File: config.mk
export PLATFORM = sky130hd
export DESIGN_NAME = adc_capture_top
export DESIGN_NICKNAME = d
export VERILOG_FILES = /design/src/adc_pkg.sv /design/src/adc_capture_top.sv /design/src/capture_ctrl.sv /design/src/sample_decimator.sv /design/src/adc_serial_port.sv /design/src/adc_apb_regs.sv
export SDC_FILE = /design/constraint.sdc
export NUM_CORES = 1
export LEC_CHECK = 0
export BUFFER_PORTS_ARGS = -buffer_cell sky130_fd_sc_hd__buf_2
export CAP_MARGIN = 20
export CORE_UTILIZATION = 63
export DETAILED_ROUTE_END_ITERATION = 6
export PLACE_DENSITY = 0.83
export SLEW_MARGIN = 10
export SYNTH_ARGS = -nofsm -noshare
export SYNTH_HDL_FRONTEND = slang
export SYNTH_SLANG_ARGS = --single-unit
File: constraint.sdc
create_clock -name adc_clkinp -period 11.15 [get_ports adc_clkinp]
set_input_delay 1.115 -clock adc_clkinp [delete_from_list [all_inputs] [get_ports adc_clkinp]]
set_output_delay 1.115 -clock adc_clkinp [all_outputs]
set_load 0.02 [all_outputs]
File: src/adc_pkg.sv
package adc_pkg;

	localparam int SER_BITS = 24;

	typedef logic [11:0] sample_t;
	typedef logic [15:0] lane_t;
	typedef logic [14:0] waddr_t;
	typedef logic [3:0]  decim_t; // group length is decim+1

	typedef struct packed {
		sample_t [7:0] ch; // ch[n] is channel n
	} frame_t;

	typedef lane_t [7:0] ram_word_t; // lane n holds channel n

	typedef enum logic [2:0] {
		op_idle      = 3'd0,
		op_hw_reset  = 3'd1,
		op_load_cmd  = 3'd2,
		op_issue_cmd = 3'd3,
		op_pdn_on    = 3'd4,
		op_pdn_off   = 3'd5
	} adc_op_e;

	typedef struct packed {
		logic   var_atten;
		decim_t decim;
		logic   sum_mode; // 1 sums each group per lane
		logic   irq_test;
	} settings_t;

	typedef struct packed {
		logic      en;
		waddr_t    addr;
		ram_word_t data;
	} ram_wr_t;

	typedef struct packed {
		logic        psel;
		logic        penable;
		logic        pwrite;
		logic [4:0]  paddr;
		logic [31:0] pwdata;
	} apb_req_t;

	localparam logic [4:0] REG_OP         = 5'h00;
	localparam logic [4:0] REG_SETTINGS   = 5'h04;
	localparam logic [4:0] REG_SERIAL_CMD = 5'h08;
	localparam logic [4:0] REG_REC_LEN    = 5'h0C;
	localparam logic [4:0] REG_ARM        = 5'h10;
	localparam logic [4:0] REG_STATUS     = 5'h14;

endpackage
File: src/adc_capture_top.sv
module adc_capture_top #(
	parameter int SCLK_HALF = 2
) (
	input  logic               adc_clkinp,
	input  logic               ADC_RESET,
	input  adc_pkg::apb_req_t  apb,
	output logic [31:0]        prdata,
	output logic               pready,
	input  adc_pkg::frame_t    sample_frame,
	input  logic               tx_trig,
	output logic               tx_trig_ack,
	output adc_pkg::ram_wr_t   ram_wr,
	output logic               irq,
	output logic               var_atten,
	output logic               adc_rst,
	output logic               adc_pdn,
	output logic               adc_sen,
	output logic               adc_sclk,
	output logic               adc_sdata
);

	adc_pkg::adc_op_e             op;
	logic                         op_strobe;
	logic [adc_pkg::SER_BITS-1:0] ser_cmd;
	adc_pkg::settings_t           settings;
	logic                         arm;
	adc_pkg::waddr_t              rec_len;
	logic                         serial_busy;
	logic                         done;
	logic                         run;
	logic                         word_valid;
	adc_pkg::ram_word_t           word;

	assign var_atten = settings.var_atten;

	adc_apb_regs u_regs (
		.adc_clkinp  (adc_clkinp),
		.ADC_RESET   (ADC_RESET),
		.apb         (apb),
		.prdata      (prdata),
		.pready      (pready),
		.op          (op),
		.op_strobe   (op_strobe),
		.ser_cmd     (ser_cmd),
		.settings    (settings),
		.arm         (arm),
		.rec_len     (rec_len),
		.serial_busy (serial_busy),
		.done        (done)
	);

	adc_serial_port #(
		.SCLK_HALF (SCLK_HALF)
	) u_serial (
		.adc_clkinp  (adc_clkinp),
		.ADC_RESET   (ADC_RESET),
		.op          (op),
		.op_strobe   (op_strobe),
		.ser_cmd     (ser_cmd),
		.adc_rst     (adc_rst),
		.adc_pdn     (adc_pdn),
		.adc_sen     (adc_sen),
		.adc_sclk    (adc_sclk),
		.adc_sdata   (adc_sdata),
		.serial_busy (serial_busy)
	);

	sample_decimator u_decim (
		.adc_clkinp   (adc_clkinp),
		.ADC_RESET    (ADC_RESET),
		.run          (run),
		.settings     (settings),
		.sample_frame (sample_frame),
		.word_valid   (word_valid),
		.word         (word)
	);

	capture_ctrl u_capture (
		.adc_clkinp  (adc_clkinp),
		.ADC_RESET   (ADC_RESET),
		.arm         (arm),
		.rec_len     (rec_len),
		.tx_trig     (tx_trig),
		.word_valid  (word_valid),
		.word        (word),
		.irq_test    (settings.irq_test),
		.run         (run),
		.tx_trig_ack (tx_trig_ack),
		.ram_wr      (ram_wr),
		.done        (done),
		.irq         (irq)
	);

endmodule

File: src/capture_ctrl.sv
module capture_ctrl (
	input  logic                adc_clkinp,
	input  logic                ADC_RESET,
	input  logic                arm,
	input  adc_pkg::waddr_t     rec_len,
	input  logic                tx_trig,
	input  logic                word_valid,
	input  adc_pkg::ram_word_t  word,
	input  logic                irq_test,
	output logic                run,
	output logic                tx_trig_ack,
	output adc_pkg::ram_wr_t    ram_wr,
	output logic                done,
	output logic                irq
);

	typedef enum logic [1:0] {
		st_idle,
		st_capture,
		st_done
	} cap_state_e;

	cap_state_e         state;
	adc_pkg::waddr_t    waddr;
	logic               wr_en;
	adc_pkg::waddr_t    wr_addr;
	adc_pkg::ram_word_t wr_data;
	logic               all_issued;

	assign all_issued  = (waddr == rec_len);
	assign run         = (state == st_capture);
	assign tx_trig_ack = (state == st_capture);
	assign done        = (state == st_done);
	assign irq         = arm ? done : irq_test;
	assign ram_wr      = '{en: wr_en, addr: wr_addr, data: wr_data};

	always_ff @(posedge adc_clkinp)
	begin
		if (ADC_RESET)
		begin
			state <= st_idle;
			waddr <= '0;
			wr_en <= 1'b0;
		end
		else if (!arm)
		begin
			state <= st_idle;
			waddr <= '0;
			wr_en <= 1'b0;
		end
		else
		begin
			wr_en <= 1'b0;
			case (state)
				st_idle:
				begin
					waddr <= '0;
					if (tx_trig)
						state <= (rec_len == '0) ? st_done : st_capture;
				end
				st_capture:
				begin
					if (all_issued)
						state <= st_done; // last write has gone out
					else if (word_valid)
					begin
						wr_en <= 1'b1;
						waddr <= waddr + 1'b1;
					end
				end
				st_done:;
				default: state <= st_idle;
			endcase
		end
	end

	always_ff @(posedge adc_clkinp)
	begin
		if (word_valid)
		begin
			wr_addr <= waddr;
			wr_data <= word;
		end
	end

endmodule

File: src/sample_decimator.sv
module sample_decimator (
	input  logic                adc_clkinp,
	input  logic                ADC_RESET,
	input  logic                run,
	input  adc_pkg::settings_t  settings,
	input  adc_pkg::frame_t     sample_frame,
	output logic                word_valid,
	output adc_pkg::ram_word_t  word
);

	adc_pkg::decim_t    frame_cnt;
	adc_pkg::ram_word_t frame_ext;
	adc_pkg::ram_word_t acc;
	adc_pkg::ram_word_t next_acc;
	logic               group_end;

	assign group_end = (frame_cnt == settings.decim);

	always_comb
	begin
		for (int n = 0; n < 8; n++)
		begin
			frame_ext[n] = adc_pkg::lane_t'(sample_frame.ch[n]); // zero extend
			if (frame_cnt == '0)
				next_acc[n] = frame_ext[n];
			else if (settings.sum_mode)
				next_acc[n] = acc[n] + frame_ext[n];
			else
				next_acc[n] = acc[n]; // keep first frame
		end
	end

	always_ff @(posedge adc_clkinp)
	begin
		if (ADC_RESET)
		begin
			frame_cnt  <= '0;
			word_valid <= 1'b0;
		end
		else if (!run)
		begin
			frame_cnt  <= '0; // next run starts a fresh group
			word_valid <= 1'b0;
		end
		else
		begin
			word_valid <= group_end;
			if (group_end)
				frame_cnt <= '0;
			else
				frame_cnt <= frame_cnt + 1'b1;
		end
	end

	always_ff @(posedge adc_clkinp)
	begin
		if (run)
		begin
			acc <= next_acc;
			if (group_end)
				word <= next_acc;
		end
	end

endmodule

File: src/adc_serial_port.sv
module adc_serial_port #(
	parameter int SCLK_HALF = 2
) (
	input  logic                          adc_clkinp,
	input  logic                          ADC_RESET,
	input  adc_pkg::adc_op_e              op,
	input  logic                          op_strobe,
	input  logic [adc_pkg::SER_BITS-1:0]  ser_cmd,
	output logic                          adc_rst,
	output logic                          adc_pdn,
	output logic                          adc_sen,
	output logic                          adc_sclk,
	output logic                          adc_sdata,
	output logic                          serial_busy
);

	localparam int HALF_W = (SCLK_HALF > 1) ? $clog2(SCLK_HALF) : 1;
	localparam int BIT_W  = $clog2(adc_pkg::SER_BITS);
	localparam logic [HALF_W-1:0] HALF_LAST = HALF_W'(SCLK_HALF - 1);
	localparam logic [BIT_W-1:0]  BIT_LAST  = BIT_W'(adc_pkg::SER_BITS - 1);

	typedef enum logic [1:0] {
		st_idle,
		st_shift_low,
		st_shift_high
	} ser_state_e;

	ser_state_e                   state;
	logic [adc_pkg::SER_BITS-1:0] shift_buf;
	logic [HALF_W-1:0]            half_cnt;
	logic [BIT_W-1:0]             bit_cnt;

	assign serial_busy = (state != st_idle) | (op_strobe & (op == adc_pkg::op_issue_cmd));

	always_ff @(posedge adc_clkinp)
	begin
		if (ADC_RESET)
		begin
			state     <= st_idle;
			shift_buf <= '0;
			half_cnt  <= '0;
			bit_cnt   <= '0;
			adc_rst   <= 1'b0;
			adc_pdn   <= 1'b0;
			adc_sen   <= 1'b1;
			adc_sclk  <= 1'b0;
			adc_sdata <= 1'b0;
		end
		else
		begin
			case (state)
				st_idle:
				begin
					if (op_strobe)
					begin
						case (op)
							adc_pkg::op_idle:     adc_rst <= 1'b0;
							adc_pkg::op_hw_reset: adc_rst <= 1'b1;
							adc_pkg::op_pdn_on:   adc_pdn <= 1'b1;
							adc_pkg::op_pdn_off:  adc_pdn <= 1'b0;
							adc_pkg::op_load_cmd: shift_buf <= ser_cmd;
							adc_pkg::op_issue_cmd:
							begin
								state     <= st_shift_low;
								adc_sen   <= 1'b0;
								adc_sdata <= shift_buf[adc_pkg::SER_BITS-1]; // msb first
								shift_buf <= {shift_buf[adc_pkg::SER_BITS-2:0], 1'b0};
								half_cnt  <= '0;
								bit_cnt   <= '0;
							end
							default:;
						endcase
					end
				end
				st_shift_low:
				begin
					if (half_cnt == HALF_LAST)
					begin
						half_cnt <= '0;
						adc_sclk <= 1'b1;
						state    <= st_shift_high;
					end
					else
						half_cnt <= half_cnt + 1'b1;
				end
				st_shift_high:
				begin
					if (half_cnt == HALF_LAST)
					begin
						half_cnt <= '0;
						adc_sclk <= 1'b0;
						if (bit_cnt == BIT_LAST)
						begin
							state     <= st_idle;
							adc_sen   <= 1'b1;
							adc_sdata <= 1'b0;
						end
						else
						begin
							bit_cnt   <= bit_cnt + 1'b1;
							adc_sdata <= shift_buf[adc_pkg::SER_BITS-1];
							shift_buf <= {shift_buf[adc_pkg::SER_BITS-2:0], 1'b0};
							state     <= st_shift_low;
						end
					end
					else
						half_cnt <= half_cnt + 1'b1;
				end
				default: state <= st_idle;
			endcase
		end
	end

endmodule

File: src/adc_apb_regs.sv
module adc_apb_regs (
	input  logic                          adc_clkinp,
	input  logic                          ADC_RESET,
	input  adc_pkg::apb_req_t             apb,
	output logic [31:0]                   prdata,
	output logic                          pready,
	output adc_pkg::adc_op_e              op,
	output logic                          op_strobe,
	output logic [adc_pkg::SER_BITS-1:0]  ser_cmd,
	output adc_pkg::settings_t            settings,
	output logic                          arm,
	output adc_pkg::waddr_t               rec_len,
	input  logic                          serial_busy,
	input  logic                          done
);

	logic wr_access;

	assign wr_access = apb.psel & apb.penable & apb.pwrite;
	assign pready = 1'b1; // no wait states

	always_ff @(posedge adc_clkinp)
	begin
		if (ADC_RESET)
		begin
			op        <= adc_pkg::op_idle;
			op_strobe <= 1'b0;
			ser_cmd   <= '0;
			settings  <= '0;
			arm       <= 1'b0;
			rec_len   <= '0;
		end
		else
		begin
			op_strobe <= 1'b0;
			if (wr_access)
			begin
				case (apb.paddr)
					adc_pkg::REG_OP:
					begin
						op        <= adc_pkg::adc_op_e'(apb.pwdata[2:0]);
						op_strobe <= 1'b1;
					end
					adc_pkg::REG_SETTINGS:
					begin
						if (!arm) // locked while armed
							settings <= apb.pwdata[$bits(adc_pkg::settings_t)-1:0];
					end
					adc_pkg::REG_SERIAL_CMD: ser_cmd <= apb.pwdata[adc_pkg::SER_BITS-1:0];
					adc_pkg::REG_REC_LEN:    rec_len <= apb.pwdata[$bits(adc_pkg::waddr_t)-1:0];
					adc_pkg::REG_ARM:        arm <= apb.pwdata[0];
					default:;
				endcase
			end
		end
	end

	always_comb
	begin
		prdata = '0;
		case (apb.paddr)
			adc_pkg::REG_OP:         prdata = 32'(op);
			adc_pkg::REG_SETTINGS:   prdata = 32'(settings);
			adc_pkg::REG_SERIAL_CMD: prdata = 32'(ser_cmd);
			adc_pkg::REG_REC_LEN:    prdata = 32'(rec_len);
			adc_pkg::REG_ARM:        prdata = 32'(arm);
			adc_pkg::REG_STATUS:     prdata = {30'd0, serial_busy, done};
			default:                 prdata = '0;
		endcase
	end

endmodule

==> flow_summary.ini <==
[status]
outcome = complete, no violations

[logic_synthesis]
ys_ff_latch = 510
synth-main-ff-cell = edfxtp_1
netlist_area_um2 = 24200
synth_area_leaders = edfxtp_1 49%, dfxtp_1 9.2%, ha_1 5.4%
synth_edf_count = 399
synth.top_cell.area_share_pct = 49.5
synth_area_per_cell_um2 = 11.7
postSynthCellCount = 2070
yosys.area.top_type = edfxtp_1
seq_area_frac_synth_pct = 58.7
async_flop_share_pct = 0
synth.distinct_cells = 65
ys_warn_count = 0

[final_layout]
final_area_um2 = 27900
drive_gt1_share_pct = 17.7
syn2layout_area_growth_pct = 15.1
final_common_cell = edfxtp_1
layout_common_cells = 399 x edfxtp_1, 306 x buf_2, 176 x a21oi_1, 163 x nor2_1, 162 x nand2_1
fin_cells = 2915
nets = 2602

[clocking]
clk_pin_slew_ns = 0.06
cts_buffer_depth = 3
cts_max_level = 2
cts_inserted_buffers = 51
cts_tree = done
clock_sinks = 510
cts_resized = 0
postCtsSetupRepairBufs = 0
clk_root_buffer_cell = clkbuf_16
cts_hold_buffers = 0
clock_latency_ns = 0.59

[sta]
max_freq_mhz = 236
hold_viol = 0
relSlewSlack_pct = 27.8
setup_viol = 0
tightest_slew_ns = 1.08
whs_ns = 0.414
fin_tns_setup_ns = 0
post-route-period-util_pct = 38.0
rsz0062_at_grt = false
slew_viol_final = 0
fin_crit_ns = 4.24
final.setup_skew_ns = 0.0177

[route]
vias = 18100
drt_pass1_iterations = 6
avgViaCountPerCell = 6.22
first_iter_violations = 1502
drtAntennaViolNets = 0
wl_per_cell_um = 20.3
wirelength_um = 59300
drc = 0

[place]
portBuffers = 306
gp_congestion = 0.905
hpwl_um = 37900
dpl_cell_area_um2 = 26100
place_inst = 2805

[grt]
overflow = 0
grt_max_degree = 110
grt_pass1_wl_um = 92800
track_usage_pct = 30.3
antenna_found_initial = 14
grt_pass1_vias = 17900

[floorplanning]
pin_count = 324
die_h_um = 198
die_x_um = 198
rows = 71
coreArea_um2 = 37800
initial_core_util_pct = 64.1
die-area_um2 = 39200

[flow_run]
drv_cap = 0

[pwr]
cellLeakagePower_nw = 10.7
total_power_w = 0.00399
peakVddDrop_uv = 123
powerDensity_nw_per_um2 = 143

[hold_path]
hold_class = reg2reg

[setup_path]
end_kind = output port
crit_required_ns = 10.04
start_kind = input pin
critPathMaxFanout = 14
crit_type = in2out
crit_arrival_ns = 3.12
==> through the flow <==
stage	util, %	setup slack (ns)
4_1_cts	73.5	6.93
3_3_place_gp	69.1	6.97
2_1_floorplan	-	4.47
6_report	73.8	6.91
3_5_place_dp	69.1	6.94
5_1_grt	73.8	6.81
==> kinds of logic after synthesis <==
logic type      synth area share (%)
simple gates                    12.2
compound gates                  13.8
flops                           58.7
buf+inv                         2.13
fa+ha+maj                       6.04
mux                             3.90
xor+xnor                        3.22
other cells                   0.0310
==> state kept, by name (all words and copies together), names as in the netlist, 2 cells and up <==
register            count
u_decim.acc           128
u_regs.op               3
u_regs.rec_len         15
u_serial.bit_cnt        5
u_serial.state          2
u_decim.frame_cnt       4
u_decim.word          128
u_capture.ram_wr      128
u_serial.shift_buf     24
u_regs.settings         7
u_capture.waddr        15
u_capture.wr_addr      15
u_regs.ser_cmd         24
u_capture.state         2
==> final timing paths <==
check	from	endpoint	slack, ns	depth (start not counted)
worst max-delay path	apb[36]	prdata[5]	6.91	5
worst min register to register	u_decim.word[118]$_DFFE_PP_	u_capture.ram_wr[118]$_DFFE_PP_	0.41	0
worst max register to register	u_decim.frame_cnt[0]$_SDFF_PP0_	u_decim.acc[121]$_DFFE_PP_	7.93	7
worst min-delay path	u_decim.word[118]$_DFFE_PP_	u_capture.ram_wr[118]$_DFFE_PP_	0.41	0
==> metal layers <==
layer  part of all wire [%]  global-route usage [%]
met1                     39                    36.8
met2                     48                    50.4
met3                    8.7                    7.56
met4                    4.2                    15.1
met5                  0.049                       0
==> final cells by class <==
| cell class | instances | area [um^2] |
|---|---|---|
| clock buffers | 69 | 1470 |
| inverters | 14 | 58.8 |
| clock inverters | 25 | 195 |
| well taps | 511 | 639 |
| multi-input cells | 1453 | 9560 |
| diodes | 12 | 30.0 |
| repair buffers | 321 | 1720 |
| flip-flops and latches | 510 | 14200 |
| fillers | 2458 | 9880 |
==> where the power goes <==
group	switching, W	internal (W)
Sequential	0.00000800	0.00205
Clock	0.000714	0.000990
Combinational	0.000139	0.0000962
Total	0.000861	0.00313
==> critical path, stage by stage <==
cell and delay [ns]:
buf_2 0.16, or4b_1 0.83, nor2_2 0.55, a22o_1 0.28, buf_2 0.18
==> cells in the mapped netlist (8+ instances only) <==
cell	count
a2111oi_0	14
ha_1	104
a21o_1	23
o211ai_1	14
xnor2_1	29
nor2_1	164
inv_1	14
nand2b_1	9
and2_1	13
mux2i_1	91
a211o_1	27
nand3_1	42
or3_1	44
buf_1	8
a31oi_1	8
nor4_1	9
nand4_1	13
edfxtp_1	399
a21boi_0	8
dfxtp_1	111
xor2_1	60
buf_2	19
or2_2	8
o21a_1	25
a211oi_1	59
a21oi_1	177
clkbuf_1	59
a22o_1	8
fa_1	8
o21bai_1	17
o21ai_0	123
and3_1	57
nand2_1	163
buf_4	11
nor3_1	64
No activity file was read; power rests on OpenSTA's default activity.
